## config.mk

```make
export PLATFORM = sky130hd
export DESIGN_NAME = gmii_rx_mac
export DESIGN_NICKNAME = d
export VERILOG_FILES = /design/src/design/gmii_rx_pkg.sv /design/src/design/rx_preamble_detect.sv /design/src/design/rx_word_packer.sv /design/src/design/rx_fcs_check.sv /design/src/design/rx_frame_judge.sv /design/src/design/gmii_rx_mac.sv
export SDC_FILE = /design/constraint.sdc
export NUM_CORES = 1
export LEC_CHECK = 0
export ABC_AREA = 1
export BUFFER_PORTS_ARGS = -buffer_cell sky130_fd_sc_hd__buf_4
export CAP_MARGIN = 25
export CORE_MARGIN = 2
export CORE_UTILIZATION = 60
export DETAILED_ROUTE_END_ITERATION = 8
export GPL_TIMING_DRIVEN = 1
export PLACE_DENSITY = 0.79
export SYNTH_ARGS = -nofsm -noshare
export SYNTH_HDL_FRONTEND = slang
export SYNTH_SLANG_ARGS = --single-unit
```

## constraint.sdc

```tcl
create_clock -name gmii_rx_clk -period 13.3 [get_ports gmii_rx_clk]
set_input_delay 2.66 -clock gmii_rx_clk [delete_from_list [all_inputs] [get_ports gmii_rx_clk]]
set_output_delay 2.66 -clock gmii_rx_clk [all_outputs]
set_load 0.01 [all_outputs]
```

## src/design/gmii_rx_pkg.sv

```systemverilog
package gmii_rx_pkg;

	//////////////////////////////
	// Framing constants
	//////////////////////////////

	// Preamble filler and start of frame delimiter
	localparam logic [7:0] preamble_byte = 8'h55;
	localparam logic [7:0] sfd_byte = 8'hd5;

	// Reflected Ethernet CRC-32, shifted out LSB first
	localparam logic [31:0] crc_poly = 32'hedb88320;
	localparam logic [31:0] crc_init = 32'hffffffff;

	// Trailing FCS length in bytes
	localparam int unsigned fcs_bytes = 4;

	//////////////////////////////
	// Shared types
	//////////////////////////////

	typedef logic [7:0] byte_t;

	// First received octet sits in bits 31:24
	typedef logic [31:0] word_t;

	typedef logic [31:0] count_t;

	// GMII receive side as seen from the PHY
	typedef struct packed {
		logic en;
		logic er;
		logic dvalid;
		byte_t data;
	} gmii_rx_t;

	// One frame byte after preamble stripping
	typedef struct packed {
		logic sof;
		logic valid;
		logic eof;
		byte_t data;
	} rx_byte_t;

	// Packed payload word, bytes_valid runs 1 to 4
	typedef struct packed {
		logic data_valid;
		logic [2:0] bytes_valid;
		word_t data;
	} rx_word_t;

	// Frame interface towards the upper layer
	typedef struct packed {
		logic start;
		logic data_valid;
		logic [2:0] bytes_valid;
		word_t data;
		logic commit;
		logic drop;
	} rx_bus_t;

	typedef struct packed {
		count_t rx_frames;
		count_t rx_crc_err;
	} rx_perf_t;

endpackage

```

## src/design/rx_preamble_detect.sv

```systemverilog
module rx_preamble_detect (
	input logic gmii_rx_clk,
	input logic rst_n,
	input gmii_rx_pkg::gmii_rx_t gmii_rx,
	output gmii_rx_pkg::rx_byte_t rx_byte
);

	typedef enum logic [1:0] {
		st_idle,
		st_preamble,
		st_frame,
		st_discard
	} state_t;

	state_t state;

	//////////////////////////////
	// Frame state machine
	//////////////////////////////

	always_ff @(posedge gmii_rx_clk) begin
		if (!rst_n) begin
			state <= st_idle;
			rx_byte <= '0;
		end else begin
			// Strobes are single cycle pulses
			rx_byte.sof <= 1'b0;
			rx_byte.valid <= 1'b0;
			rx_byte.eof <= 1'b0;
			rx_byte.data <= gmii_rx.data;

			// Cycles without a byte strobe carry nothing
			if (gmii_rx.dvalid) begin
				case (state)
					st_idle: begin
						// Only a clean 0x55 may open a preamble
						if (gmii_rx.en) begin
							if ((gmii_rx.data == gmii_rx_pkg::preamble_byte) && !gmii_rx.er) begin
								state <= st_preamble;
							end else begin
								state <= st_discard;
							end
						end
					end

					st_preamble: begin
						// Truncated before SFD, nobody was told so nobody needs to know
						if (!gmii_rx.en) begin
							state <= st_idle;
						end else if (gmii_rx.data == gmii_rx_pkg::sfd_byte) begin
							rx_byte.sof <= 1'b1;
							state <= st_frame;
						end else if (gmii_rx.data != gmii_rx_pkg::preamble_byte) begin
							state <= st_discard;
						end
					end

					st_frame: begin
						// Every byte after the SFD goes downstream, FCS included
						if (gmii_rx.en) begin
							rx_byte.valid <= 1'b1;
						end else begin
							rx_byte.eof <= 1'b1;
							state <= st_idle;
						end
					end

					st_discard: begin
						// Sit out the rest of a broken burst
						if (!gmii_rx.en) begin
							state <= st_idle;
						end
					end

					default: begin
						state <= st_idle;
					end
				endcase
			end
		end
	end

endmodule

```

## src/design/rx_word_packer.sv

```systemverilog
module rx_word_packer (
	input logic gmii_rx_clk,
	input logic rst_n,
	input gmii_rx_pkg::rx_byte_t rx_byte,
	output gmii_rx_pkg::rx_word_t rx_word,
	output gmii_rx_pkg::word_t fcs_held
);

	// Holdback of the four newest bytes, newest in bits 7:0
	gmii_rx_pkg::word_t hold;
	logic [2:0] fill;

	// Word under assembly and next free byte slot
	gmii_rx_pkg::word_t asm_word;
	logic [1:0] pos;

	logic word_valid;
	logic [2:0] word_bytes;
	gmii_rx_pkg::word_t word_data;

	// Oldest byte leaves the holdback once it is full
	logic spill;
	gmii_rx_pkg::byte_t spill_byte;

	assign spill = rx_byte.valid && (fill == gmii_rx_pkg::fcs_bytes);
	assign spill_byte = hold[31:24];

	//////////////////////////////
	// Control
	//////////////////////////////

	always_ff @(posedge gmii_rx_clk) begin
		if (!rst_n) begin
			fill <= '0;
			pos <= '0;
			word_valid <= 1'b0;
			word_bytes <= '0;
		end else begin
			word_valid <= 1'b0;
			word_bytes <= '0;
			if (rx_byte.sof) begin
				fill <= '0;
				pos <= '0;
			end else if (spill) begin
				pos <= pos + 2'd1;
				// Fourth slot filled, word is complete
				if (pos == 2'd3) begin
					word_valid <= 1'b1;
					word_bytes <= 3'd4;
				end
			end else if (rx_byte.valid) begin
				fill <= fill + 3'd1;
			end else if (rx_byte.eof && (pos != 2'd0)) begin
				// Leftover data bytes, the holdback keeps the FCS
				word_valid <= 1'b1;
				word_bytes <= {1'b0, pos};
			end
		end
	end

	//////////////////////////////
	// Data path
	//////////////////////////////

	always_ff @(posedge gmii_rx_clk) begin
		if (rx_byte.sof) begin
			hold <= '0;
			asm_word <= '0;
		end else if (rx_byte.valid) begin
			hold <= {hold[23:0], rx_byte.data};
			if (spill) begin
				if (pos == 2'd3) begin
					word_data <= {asm_word[31:8], spill_byte};
					asm_word <= '0;
				end else begin
					asm_word[8 * (3 - pos) +: 8] <= spill_byte;
				end
			end
		end else if (rx_byte.eof) begin
			// Unused low bytes are still zero
			word_data <= asm_word;
		end
	end

	assign rx_word = '{data_valid: word_valid, bytes_valid: word_bytes, data: word_data};

	// After the last byte the holdback is exactly the FCS
	assign fcs_held = hold;

endmodule

```

## src/design/rx_fcs_check.sv

```systemverilog
module rx_fcs_check (
	input logic gmii_rx_clk,
	input logic rst_n,
	input gmii_rx_pkg::rx_byte_t rx_byte,
	output gmii_rx_pkg::word_t crc_fcs
);

	// Running CRC and its values before each of the last four bytes
	gmii_rx_pkg::word_t crc;
	gmii_rx_pkg::word_t hist [4];
	gmii_rx_pkg::word_t oldest;

	// One byte of the reflected CRC-32, LSB first
	function automatic gmii_rx_pkg::word_t crc_step(
		input gmii_rx_pkg::word_t crc_in,
		input gmii_rx_pkg::byte_t din
	);
		gmii_rx_pkg::word_t c;
		c = crc_in ^ {24'h0, din};
		for (int i = 0; i < 8; i++) begin
			if (c[0]) begin
				c = (c >> 1) ^ gmii_rx_pkg::crc_poly;
			end else begin
				c = c >> 1;
			end
		end
		return c;
	endfunction

	//////////////////////////////
	// CRC and history
	//////////////////////////////

	always_ff @(posedge gmii_rx_clk) begin
		if (!rst_n || rx_byte.sof) begin
			crc <= gmii_rx_pkg::crc_init;
			for (int i = 0; i < 4; i++) begin
				hist[i] <= gmii_rx_pkg::crc_init;
			end
		end else if (rx_byte.valid) begin
			// Steps per accepted byte, so strobe gaps do not matter
			crc <= crc_step(crc, rx_byte.data);
			hist[0] <= crc;
			hist[1] <= hist[0];
			hist[2] <= hist[1];
			hist[3] <= hist[2];
		end
	end

	// CRC over everything except the trailing FCS
	assign oldest = hist[3];

	// Complement, then low byte goes first on the wire
	assign crc_fcs = ~{oldest[7:0], oldest[15:8], oldest[23:16], oldest[31:24]};

endmodule

```

## src/design/rx_frame_judge.sv

```systemverilog
module rx_frame_judge (
	input logic gmii_rx_clk,
	input logic rst_n,
	input gmii_rx_pkg::rx_byte_t rx_byte,
	input gmii_rx_pkg::rx_word_t rx_word,
	input gmii_rx_pkg::word_t fcs_held,
	input gmii_rx_pkg::word_t crc_fcs,
	output gmii_rx_pkg::rx_bus_t rx_bus,
	output gmii_rx_pkg::rx_perf_t perf
);

	// Frame length, saturates once an FCS worth of bytes arrived
	logic [2:0] byte_cnt;

	// Verdict taken at eof, published one cycle later
	logic judge_pend;
	logic judge_ok;

	logic bus_start;
	logic bus_valid;
	logic [2:0] bus_bytes;
	gmii_rx_pkg::word_t bus_data;
	logic bus_commit;
	logic bus_drop;

	always_ff @(posedge gmii_rx_clk) begin
		if (!rst_n) begin
			byte_cnt <= '0;
			judge_pend <= 1'b0;
			judge_ok <= 1'b0;
			bus_start <= 1'b0;
			bus_valid <= 1'b0;
			bus_bytes <= '0;
			bus_commit <= 1'b0;
			bus_drop <= 1'b0;
			perf <= '0;
		end else begin
			bus_start <= rx_byte.sof;
			bus_valid <= rx_word.data_valid;
			bus_bytes <= rx_word.bytes_valid;
			if (rx_byte.sof) begin
				byte_cnt <= '0;
			end else if (rx_byte.valid && (byte_cnt != gmii_rx_pkg::fcs_bytes)) begin
				byte_cnt <= byte_cnt + 3'd1;
			end
			// Runts never carry a full FCS
			judge_pend <= rx_byte.eof;
			judge_ok <= (byte_cnt == gmii_rx_pkg::fcs_bytes) && (crc_fcs == fcs_held);
			bus_commit <= judge_pend && judge_ok;
			bus_drop <= judge_pend && !judge_ok;
			// Counters
			if (bus_commit) begin
				perf.rx_frames <= perf.rx_frames + 32'd1;
			end
			if (bus_drop) begin
				perf.rx_crc_err <= perf.rx_crc_err + 32'd1;
			end
		end
	end

	always_ff @(posedge gmii_rx_clk) begin
		bus_data <= rx_word.data;
	end

	assign rx_bus = '{start: bus_start, data_valid: bus_valid, bytes_valid: bus_bytes,
		data: bus_data, commit: bus_commit, drop: bus_drop};

endmodule

```

## src/design/gmii_rx_mac.sv

```systemverilog
module gmii_rx_mac (
	input logic gmii_rx_clk,
	input logic rst_n,
	input gmii_rx_pkg::gmii_rx_t gmii_rx,
	output gmii_rx_pkg::rx_bus_t rx_bus,
	output gmii_rx_pkg::rx_perf_t perf
);

	gmii_rx_pkg::rx_byte_t rx_byte;
	gmii_rx_pkg::rx_word_t rx_word;
	gmii_rx_pkg::word_t fcs_held;
	gmii_rx_pkg::word_t crc_fcs;

	// Strip preamble and SFD
	rx_preamble_detect u_preamble_detect (
		.gmii_rx_clk(gmii_rx_clk),
		.rst_n(rst_n),
		.gmii_rx(gmii_rx),
		.rx_byte(rx_byte)
	);

	// Word packing and CRC run in parallel on the same bytes
	rx_word_packer u_word_packer (
		.gmii_rx_clk(gmii_rx_clk),
		.rst_n(rst_n),
		.rx_byte(rx_byte),
		.rx_word(rx_word),
		.fcs_held(fcs_held)
	);

	rx_fcs_check u_fcs_check (
		.gmii_rx_clk(gmii_rx_clk),
		.rst_n(rst_n),
		.rx_byte(rx_byte),
		.crc_fcs(crc_fcs)
	);

	// Final verdict and counters
	rx_frame_judge u_frame_judge (
		.gmii_rx_clk(gmii_rx_clk),
		.rst_n(rst_n),
		.rx_byte(rx_byte),
		.rx_word(rx_word),
		.fcs_held(fcs_held),
		.crc_fcs(crc_fcs),
		.rx_bus(rx_bus),
		.perf(perf)
	);

endmodule

```

### Word-level counts from Yosys, hierarchy flattened

Memories as Yosys holds them, arrays and structs flattened.
Index checks and enable logic that the tools add are counted.
W data, S select, Z words.

| word-level totals | value |
|---|---|
| bits in writable memories | 128 |
| register bits after elaboration | 258 |
| memories kept | 1 |
| logic and storage cells | 144 |

Memory list:

| name | depth | width | rd ports | clocked after memory_dff | write ports | line | RTL |
|---|---|---|---|---|---|---|---|
| u_fcs_check.hist | 4 | 32 | 4 | 0 | 4 | rx_fcs_check.sv:10 | `gmii_rx_pkg::word_t hist [4];` |

| cells by class | value |
|---|---|
| muxes and demuxes | 55 |
| reduce and logical (&&, ||, !) cells | 22 |
| $add $sub $neg | 7 |
| bitwise operators | 17 |
| shifts and indexed selects | 2 |
| equal/unequal tests | 16 |

Operators with widths:

| kind | count |
|---|---|
| $mux W32 | 31 |
| $not A13 Y14 | 8 |
| $add A32 B1 Y32 const B | 2 |
| $neg A32 Y34 | 1 |
| $shift A8 B34 Y32 const A | 1 |
| $shiftx A8 B34 Y32 | 1 |
| $bwmux W32 | 1 |
| $eq A32 B32 Y1 | 1 |
| $not A32 Y32 | 1 |
| $xor A32 B8 Y32 | 1 |
| $mux W2 | 7 |
| $mux W1 | 12 |
| $reduce_and A4 Y1 | 3 |
| $mux W3 | 3 |
| $eq A8 B7 Y1 const B | 1 |
| $eq A8 B8 Y1 const B | 1 |
| $ne A8 B7 Y1 const B | 1 |
| $logic_and A1 B1 Y1 | 7 |
| $add A3 B1 Y3 const B | 2 |
| $eq A2 B2 Y1 const B | 3 |
| $eq A3 B3 Y1 const B | 2 |
| $pmux W2 S3 | 1 |
| $ne A2 B1 Y1 const B | 2 |
| $ne A2 B2 Y1 const B | 2 |
| other kinds (14) | 24 |

### Depth between registers and ports, before layout

Gate-level depths: netlist of the first run.

| depth | value |
|---|---|
| depth after elaboration | 31 |
| gate-level depth with buffers | 12 |
| mapped depth without buffers | 12 |

### By module

Synthesis of the first run repeated with hierarchy kept, for this count alone.

| unflattened totals | value |
|---|---|
| cells, all modules | 1926 |
| area, all modules | 16777.3 µm² |

By module, submodules not included:

| module | area an instance (µm²) | instances | cells an instance |
|---|---|---|---|
| rx_fcs_check | 6986.7 | 1 | 655 |
| rx_frame_judge | 5206.2 | 1 | 743 |
| rx_word_packer | 4065.1 | 1 | 456 |
| rx_preamble_detect | 519.2 | 1 | 72 |

### Worst setup path before layout of the first run

Ideal clock, no wire load.

| timing path | value |
|---|---|
| path type | in2reg |
| from | input port rst_n |
| to | memory u_fcs_check.hist[0][0] in the netlist's numbering, enable pin |
| path slack | 7102 ps |
| data arrival time | 5716 ps |
| path buffers | 1 |
| stages | 6 |
| library setup time | 482 ps |
| cell sequence | buf_4 inv_2 nor2_8 inv_2 nor2_1 inv_1 |

RTL lines:

| what | line | RTL |
|---|---|---|
| start, declared | gmii_rx_mac.sv:3 | `input logic rst_n,` |
| end, declared | rx_fcs_check.sv:10 |  |

==> results.toml, run 1 <==
[status]
status = "completed"

[pwr]
powerDensity_nw_per_um2 = 148
cellLeakagePower_nw = 6.91
ir_drop_mv = 0.124

[synth]
synth_top_area_share_pct = 30.4
synth_area_um2 = 15800
seq_area_frac_synth_pct = 59.1
synth.most_common_cell = "nand2_1"
synth_cell_type_count = 40
ys_top_cells_by_area = "edfxtp_1 (30%), dfxtp_1 (29%), nand2_1 (9.6%)"
synth_top_cell_by_area = "edfxtp_1"
yosys_warnings = 0
async_flop_share_pct = 0
synthTopCellsByCount = "nand2_1 (402), dfxtp_1 (226), nor2_1 (187)"
synth_seq_cells = 386
ys.flop_type = "dfxtp_1"
synthCells = 1745
synth_edf_count = 160
syn_avg_cell_area_um2 = 9.04
syn_nets = 1770

[timing]
hold_ws_ns = 0.334
slew_violations = 0
tns_ns = 0
setup_viol = 0
rsz0062_at_grt = "false"
tightest_slew_ns = 1.03
hold_violations = 0
min_period_over_period_pct = 43.8
clock.fmax_ghz = 0.172
clock_skew_ns = 0.0136
slew_headroom_pct = 31.3
min_period_ns = 5.82

[final_layout]
antenna_cells = 0
syn_to_final_growth_pct = 15.7
fin_cells = 2220
utilization_pct = 70.5
fin_nets = 1880
fillers = 1924
drive_above_1_share_pct = 13.4

[global_routing]
grt_pass1_wl_um = 55000
grt_pass1_vias = 11297
grt_max_degree = 109
antenna_found_initial = 0
grt_overflow = 0
grt.total_usage_pct = 24.3

[setup_path]
cp_data_required_time_ns = 13.44
start_kind = "input pin"
ff2ff_setup_slack_ns = 9.87
endpoint_kind = "flop"
worst-r2r-cell-count = 6
r2r-end = "u_fcs_check.hist[1][25]"
arrival_ns = 5.96
cp_max_fo = 84
r2r_start = "u_preamble_detect.rx_byte[10]"
criticalPathCategory = "input pin to flop"

[floorplanning]
rows = 59
dieArea_um2 = 27600
die_x_um = 166
start_util_pct = 60.9
die_h_um = 166
ios = 116
core_area_um2 = 25900

[clock_network]
numClockSinks = 386
clock_latency_ns = 0.52
cts_setup_buffers = 0
postCtsHoldBufs = 0
cts_tree = "built"
cts-root-buf = "clkbuf_16"
cts_resized = 0
clk_pin_slew_worst_paths_ns = 0.07
cts_inserted_buffers = 40
cts_max_level = 2
cts_buffer_depth = 3

[placed_design]
place.gp.congestion = 0.934
numPortBuffers = 115
place_inst = 2148
dp_hpwl_um = 22800

[detailed_routing]
wire_per_inst_um = 15.4
ant_nets = 0
num_vias = 11944
first_pass_iters = 5
wirelength_um = 34100
drcViolationCount = 0
viasPerCell = 5.38
drt-initial-drc-count = 1029

[min_path]
holdPathStages = 0
min_from = "u_word_packer.word_data[8]"
min_path_type = "flop to flop"
holdPathEnd = "u_frame_judge.bus_data[8]"

[run]
maxCapViolations = 0
==> cell usage in the layout, fill, tap and decap left out, drive strengths merged, types with 4 or more instances in the layout <==
cell,synthesis,final
nand2,402,402
dfxtp,226,226
nor2,197,197
inv,164,166
edfxtp,160,160
buf,21,121
or2,106,106
o21ai,100,100
a21oi,96,96
nand3,79,79
clkbuf,32,49
xor2,40,40
nor3,37,37
nand4,23,23
xnor2,18,18
ha,12,12
clkinv,0,8
bufinv,0,7
clkinvlp,0,6
o211ai,6,6
a211oi,4,4
nor4,4,4
==> worst max-delay path by stage <==
stage / startpoint / slack [ns] / endpoint / cells after the start
CTS: rst_n / 7.50 / u_fcs_check.hist[3][23] / 7
detailed placement: rst_n / 6.96 / u_fcs_check.hist[1][21] / 7
floorplan: rst_n / 7.10 / u_fcs_check.hist[0][0] / 6
global placement: rst_n / 7.03 / u_fcs_check.hist[1][21] / 7
finish: rst_n / 7.48 / u_fcs_check.hist[1][25] / 7
global route: rst_n / 7.22 / u_fcs_check.hist[3][23] / 7
==> where the power goes <==
| group | switching [mW] | total, mW | internal (mW) |
|---|---|---|---|
| registers | 0.0659 | 1.35 | 1.28 |
| clock network | 0.455 | 1.17 | 0.715 |
| logic | 0.122 | 0.190 | 0.0680 |
| total | 0.643 | 2.71 | 2.07 |
==> registers in the layout, indices dropped and copies added (netlist names) <==
name,cells
u_fcs_check.crc,32
u_fcs_check.hist,128
u_frame_judge.bus_bytes,3
u_frame_judge.bus_commit,1
u_frame_judge.bus_data,32
u_frame_judge.bus_drop,1
u_frame_judge.bus_start,1
u_frame_judge.bus_valid,1
u_frame_judge.byte_cnt,3
u_frame_judge.judge_ok,1
u_frame_judge.judge_pend,1
u_frame_judge.perf,64
u_preamble_detect.rx_byte,11
u_preamble_detect.state,2
u_word_packer.asm_word,32
u_word_packer.fcs_held,32
u_word_packer.fill,3
u_word_packer.pos,2
u_word_packer.word_bytes,3
u_word_packer.word_data,32
u_word_packer.word_valid,1
==> layout make-up <==
cell class,count,area [µm²],area share [%]
Clock buffer,49,1080,5.89
Clock inverter,23,313,1.71
Inverter,164,618,3.38
Multi-Input combinational cell,1142,5600,30.6
Sequential cell,386,9330,51.1
Tap cell,335,419,2.30
Timing Repair Buffer,121,908,4.97
==> cells by family (layout without fill, tap and decap cells) <==
logic type | after synthesis | count (layout) | share of synthesized area (%)
fa+ha+maj | 12 | 12 | 0.951
compound gates | 218 | 218 | 7.30
xor+xnor | 58 | 58 | 3.22
simple gates | 854 | 854 | 24.0
buf+inv | 217 | 357 | 5.44
flops | 386 | 386 | 59.1
==> per-layer routing <==
metal | vias to the layer above | global-route usage (%) | part of all wire [%]
met5 | - | 0 | 0
met4 | 0 | 9.45 | 3.3
met3 | 91 | 4.03 | 6.0
met2 | 401 | 42.4 | 49
met1 | 5532 | 30.2 | 42
li1 | 5920 | - | -
==> critical path: stages <==
cell and delay (ns):
buf_4 0.28, inv_2 0.59, nor2_8 0.10, inv_2 0.56, nor2_1 0.29, inv_4 0.52, buf_4 0.88
==> stage by stage <==
step	area (µm²)	power (mW)	worst slack [ns]
after floorplan	15800	1.49	7.10
after CTS	18300	2.72	7.50
after detailed placement	16900	1.56	6.96
after global placement	16900	1.55	7.03
final	18300	2.71	7.48
after global routing	18300	2.80	7.22
Power figures use the tool's default switching activity.
==> run 2, diff against run 1 <==
--- a/config.mk
+++ b/config.mk
@@ -9,10 +9,10 @@
 export BUFFER_PORTS_ARGS = -buffer_cell sky130_fd_sc_hd__buf_4
 export CAP_MARGIN = 25
 export CORE_MARGIN = 2
-export CORE_UTILIZATION = 60
+export CORE_UTILIZATION = 54
 export DETAILED_ROUTE_END_ITERATION = 8
 export GPL_TIMING_DRIVEN = 1
-export PLACE_DENSITY = 0.79
+export PLACE_DENSITY = 0.76
 export SYNTH_ARGS = -nofsm -noshare
 export SYNTH_HDL_FRONTEND = slang
 export SYNTH_SLANG_ARGS = --single-unit
==> constraint.sdc (replaced) <==
create_clock -name gmii_rx_clk -period 4.7 [get_ports gmii_rx_clk]
set_input_delay 0.94 -clock gmii_rx_clk [delete_from_list [all_inputs] [get_ports gmii_rx_clk]]
set_output_delay 0.94 -clock gmii_rx_clk [all_outputs]
set_load 0.01 [all_outputs]
==> run 2 against run 1 <==
  * Flip-flop and latch count is the same
  * Cell area grew 0.45%
  * Combinational power grew to 2.7 times the previous value
  * First-iteration DRC count shrank 14%
  * Worst hold slack gained 0.0051 ns
  * Die area grew 11%
  * Non-clock buffer count grew 5
  * Sequential share of layout area shrank 0.23 points
  * Wire length grew 0.94%
==> results.toml, run 2 (synthesized netlist as in run 1, its figures left out) <==
[clock_network]
cts_setup_buffers = 0
clock_latency_ns = 0.53
cts_resized = 0
cts_inserted_buffers = 39
postCtsHoldBufs = 0
cts_tree = "built"
cts-root-buf = "clkbuf_16"
cts_buffer_depth = 3
numClockSinks = 386
cts_max_level = 2
clk_pin_slew_worst_paths_ns = 0.06

[pwr]
internal-power_mw = 5.79
seqPwrFrac_pct = 50.4
power.total_mw = 7.56
powerDensity_nw_per_um2 = 412
clkPwrFrac_pct = 42.7
swShare_pct = 23.5
switchingPower_mw = 1.78
power.combinational.fraction_pct = 6.9
cellLeakagePower_nw = 6.94
ir_drop_mv = 0.238

[timing]
rsz0062_at_grt = "false"
hold_ws_ns = 0.339
clock_skew_ns = 0.0177
tns_ns = 0
clock.fmax_ghz = 0.339
slew_headroom_pct = 31.6
hold_violations = 0
min_period_over_period_pct = 62.8
min_period_ns = 2.95
setup_viol = 0
tightest_slew_ns = 1.03
slew_violations = 0

[detailed_routing]
wirelength_um = 34400
first_pass_iters = 6
drt-initial-drc-count = 888
ant_nets = 0
drcViolationCount = 0
viasPerCell = 5.17
wire_per_inst_um = 15.1
num_vias = 11758

[placed_design]
numPortBuffers = 115
dp_hpwl_um = 23400
place.gp.congestion = 0.893

[final_layout]
final_cell_mix = "nand2_1 (402), dfxtp_1 (225), nor2_1 (186)"
top_regs = "u_fcs_check.hist (128), u_frame_judge.perf (64)"
syn_to_final_growth_pct = 16.2
layout_commonest_cell = "nand2_1"
drive_above_1_share_pct = 13.4
largest_register = "u_fcs_check.hist"
largest_reg_flops = 128
fin_nets = 1884
antenna_cells = 0

[setup_path]
r2r_start = "u_preamble_detect.rx_byte[10]"
start_kind = "flop"
critPathMaxStageDelay_ns = 0.55
cpMaxStageDelayCell = "inv_2"
arrival_ns = 3.13
path_cells = "buf_4, nor2_8, inv_2, nor2_1, inv_4, buf_4"
cp_max_fo = 45
cp_data_required_time_ns = 4.88
startpoint = "u_preamble_detect.rx_byte[10]"
criticalPathCategory = "flop to flop"
endpoint_kind = "flop"
crit_top_cell = "buf_4"

[global_routing]
grt_max_degree = 69
grt.total_usage_pct = 22.4
grt_overflow = 0
grt_pass1_vias = 11091
grt_pass1_wl_um = 55500
antenna_found_initial = 0

[floorplanning]
die_x_um = 175
dieArea_um2 = 30600
core_area_um2 = 28700
start_util_pct = 55.0
rows = 62
ios = 116
die_h_um = 175

[run]
maxCapViolations = 0

[min_path]
min_from = "u_word_packer.word_data[25]"
min_path_type = "flop to flop"

[status]
status = "completed"
[run 2: per-layer routing]
layer	GRT usage [%]	vias to the layer above	part of all wire, %	wire length [µm]
li1	-	5920	-	-
met1	29.5	5475	44	15100
met2	37.6	289	48	16600
met3	3.35	74	4.6	1580
met4	8.72	0	3.4	1160
met5	0	-	0	0
[run 2: worst paths after layout]
check,to,slack [ns],cells past startpoint
worst max-delay path,u_fcs_check.hist[1][17],1.75,6
worst min-delay path,u_frame_judge.bus_data[25],0.34,0
worst max register to register,u_fcs_check.hist[1][17],1.75,6
worst min register to register,u_frame_judge.bus_data[25],0.34,0
[run 2: through the flow]
step | cell area [µm²] | worst slack (ns) | util, % | instances
final | 18300 | 1.75 | 63.9 | 2274
after global routing | 18300 | 1.58 | 63.9 | 2274
after CTS | 18300 | 1.77 | 63.9 | 2274
after detailed placement | 17000 | 1.28 | 59.2 | 2202
after global placement | 17000 | 1.33 | 59.2 | 2202
after floorplan | 15800 | 0.222 | - | 1745
[run 2: final cells by class]
type | instances | area [µm²]
multi-input cells | 1142 | 5600
flip-flops and latches | 386 | 9330
inverters | 164 | 618
repair buffers | 126 | 958
clock inverters | 20 | 241
well taps | 384 | 480
clock buffers | 52 | 1120
fillers | 2370 | 10400
[run 2: power groups by stage]
stage	clock network (mW)	registers, mW	logic [mW]
after CTS	3.29	3.81	0.522
final	3.23	3.81	0.522
after detailed placement	0	3.88	0.513
after floorplan	0	3.81	0.398
after global routing	3.42	3.83	0.602
after global placement	0	3.88	0.497
[run 2: critical path: cells and delay by family (launching register included)]
kind | cells | cell delay (ns)
DFF | 1 | 0.31
buffers and inverters | 4 | 1.82
and+or+nand+nor | 2 | 0.44
==> run 3, diff against run 2 <==
==> constraint.sdc (replaced) <==
create_clock -name gmii_rx_clk -period 2.55 [get_ports gmii_rx_clk]
set_input_delay 0.51 -clock gmii_rx_clk [delete_from_list [all_inputs] [get_ports gmii_rx_clk]]
set_output_delay 0.51 -clock gmii_rx_clk [all_outputs]
set_load 0.01 [all_outputs]
==> run 3 against run 2 <==
  * Sequential share of layout area decreased by 0.070 points
  * Count of clock-buffer cells in the layout decreased by 4
  * First-iteration DRC count increased by 12%
  * Cell count increased by 0.35%
  * Worst hold slack got worse by 0.17 ns
  * Register-to-register slack got worse by 1.4 ns
  * Largest cell class unchanged
  * Largest power group unchanged
  * Highest routed layer unchanged
==> results.toml, run 3 (synthesized netlist as in run 1, its figures left out) <==
[pwr]
internal-power_mw = 10.3
clkPwrFrac_pct = 41.0
power.combinational.fraction_pct = 7.2
switchingPower_mw = 3.32
swShare_pct = 24.4
cellLeakagePower_nw = 6.94
powerDensity_nw_per_um2 = 740
ir_drop_mv = 0.545
power.total_mw = 13.6
seqPwrFrac_pct = 51.7

[min_path]
holdPathEnd = "u_preamble_detect.rx_byte[8]"
min_path_type = "input pin to flop"
holdPathStages = 2
min_from = "gmii_rx[10]"

[setup_path]
cp_max_fo = 13
arrival_ns = 2.70
start_kind = "flop"
r2r_start = "u_word_packer.pos[0]"
cp_data_required_time_ns = 3.01
cpMaxStageDelayCell = "dfxtp_1"
criticalPathCategory = "flop to flop"
critPathMaxStageDelay_ns = 0.59
crit_top_cell = "nand2_1"
r2r-end = "u_word_packer.asm_word[21]"
worst-r2r-cell-count = 6
ff2ff_setup_slack_ns = 0.31
path_cells = "inv_1, ha_1, nand2_1, nor4_2, nand2_1, a21oi_1"
endpoint_kind = "flop"

[global_routing]
grt_pass1_vias = 10978
grt.total_usage_pct = 21.8
grt_pass1_wl_um = 54100
grt_overflow = 0
antenna_found_initial = 0
grt_max_degree = 112

[final_layout]
fin_cells = 2282
fillers = 2339
largest_reg_flops = 128
fin_nets = 1892
syn_to_final_growth_pct = 16.4
final_cell_mix = "nand2_1 (402), dfxtp_1 (225), nor2_1 (185)"
largest_register = "u_fcs_check.hist"
layout_commonest_cell = "nand2_1"
drive_above_1_share_pct = 14.0
top_regs = "u_fcs_check.hist (128), u_frame_judge.perf (64)"
antenna_cells = 0

[timing]
clock_skew_ns = 0.0185
setup_viol = 0
tns_ns = 0
hold_violations = 0
finalWorstSetupSlack_ns = 0.307
tightest_slew_ns = 0.688
slew_headroom_pct = 53.7
slew_violations = 0
min_period_ns = 2.24
min_period_over_period_pct = 87.9
clock.fmax_ghz = 0.446
rsz0062_at_grt = "false"

[clock_network]
clock_latency_ns = 0.53
cts_resized = 0
cts_tree = "built"
postCtsHoldBufs = 0
cts-root-buf = "clkbuf_16"
clk_pin_slew_worst_paths_ns = 0.06
numClockSinks = 386
cts_setup_buffers = 0
cts_inserted_buffers = 40
cts_buffer_depth = 3
cts_max_level = 2

[run]
maxCapViolations = 0

[placed_design]
post-place-ws_ns = 0.344
place.gp.congestion = 0.914
dp_hpwl_um = 23200
place_inst = 2208
numPortBuffers = 115

[detailed_routing]
drt-initial-drc-count = 997
wire_per_inst_um = 14.7
viasPerCell = 5.21
ant_nets = 0
num_vias = 11891
first_pass_iters = 6
drcViolationCount = 0
wirelength_um = 33600

[floorplanning]
ios = 116
core_area_um2 = 28700
rows = 62
start_util_pct = 55.0
die_h_um = 175
dieArea_um2 = 30600
die_x_um = 175

[status]
status = "completed"
## run 3: changes by cell type in the layout (fill, tap and decap cells not counted), moves of 2 or more
cell / previous run / this run
bufinv_16: 5 / 2
buf_4: 125 / 129
clkbuf_8: 3 / 1
clkinvlp_4: 2 / 5
buf_12: 1 / 3
inv_6: 0 / 2
clkinv_1: 6 / 4
clkinv_4: 1 / 5
inv_2: 7 / 5
clkinv_2: 5 / 8
## run 3: worst max path at each step
stage	startpoint	to	slack, ns	cells past startpoint
after floorplan	rst_n	u_fcs_check.hist[0][0]	-0.79	6
after global placement	u_word_packer.pos[0]	u_word_packer.asm_word[20]	0.40	6
after detailed placement	u_word_packer.pos[0]	u_word_packer.asm_word[21]	0.34	6
after CTS	u_word_packer.pos[0]	u_word_packer.asm_word[21]	0.33	6
after global routing	u_word_packer.pos[0]	u_word_packer.asm_word[18]	0.07	6
final	u_word_packer.pos[0]	u_word_packer.asm_word[21]	0.31	6
## run 3: per-stage QoR
step,cell area (µm²),utilization (%),hold WS [ns]
2_1_floorplan,15800,-,0.323
5_1_grt,18400,64.0,0.161
4_1_cts,18300,63.9,0.152
3_3_place_gp,17100,59.5,0.324
3_5_place_dp,17100,59.5,0.327
6_report,18400,64.0,0.165
## run 3: power groups by stage
stage	clock, mW	combinational (mW)	sequential [mW]
after detailed placement	0	0.969	7.15
final	5.58	0.985	7.03
after global placement	0	0.941	7.15
after floorplan	0	0.741	7.02
after global routing	5.94	1.12	7.05
after CTS	5.68	0.982	7.02
## run 3: metal layers
layer / routed length [µm] / share of wire (%) / up-vias / GRT usage (%)
met5: 0 / 0 / - / 0
met4: 1120 / 3.3 / 0 / 8.54
met3: 1890 / 5.6 / 89 / 3.46
met2: 16000 / 48 / 375 / 36.5
met1: 14600 / 43 / 5484 / 28.5
li1: - / - / 5943 / -
## run 3: layout make-up
| type | count | area [µm²] | share of cell area, % |
|---|---|---|---|
| Inverter | 164 | 629 | 3.43 |
| Sequential cell | 386 | 9330 | 50.8 |
| Tap cell | 384 | 480 | 2.62 |
| Clock buffer | 48 | 1060 | 5.78 |
| Multi-Input combinational cell | 1142 | 5600 | 30.5 |
| Clock inverter | 25 | 206 | 1.12 |
| Timing Repair Buffer | 133 | 1060 | 5.75 |
## run 3: worst max-delay path: cells and delay by family (launching register included)
kind                       cells  cell delay [ns]
and+or+nand+nor                3             0.77
DFF                            1             0.59
buffers and inverters          1             0.23
adders and majority gates      1             0.44
AOI/OAI and AO/OA              1             0.14
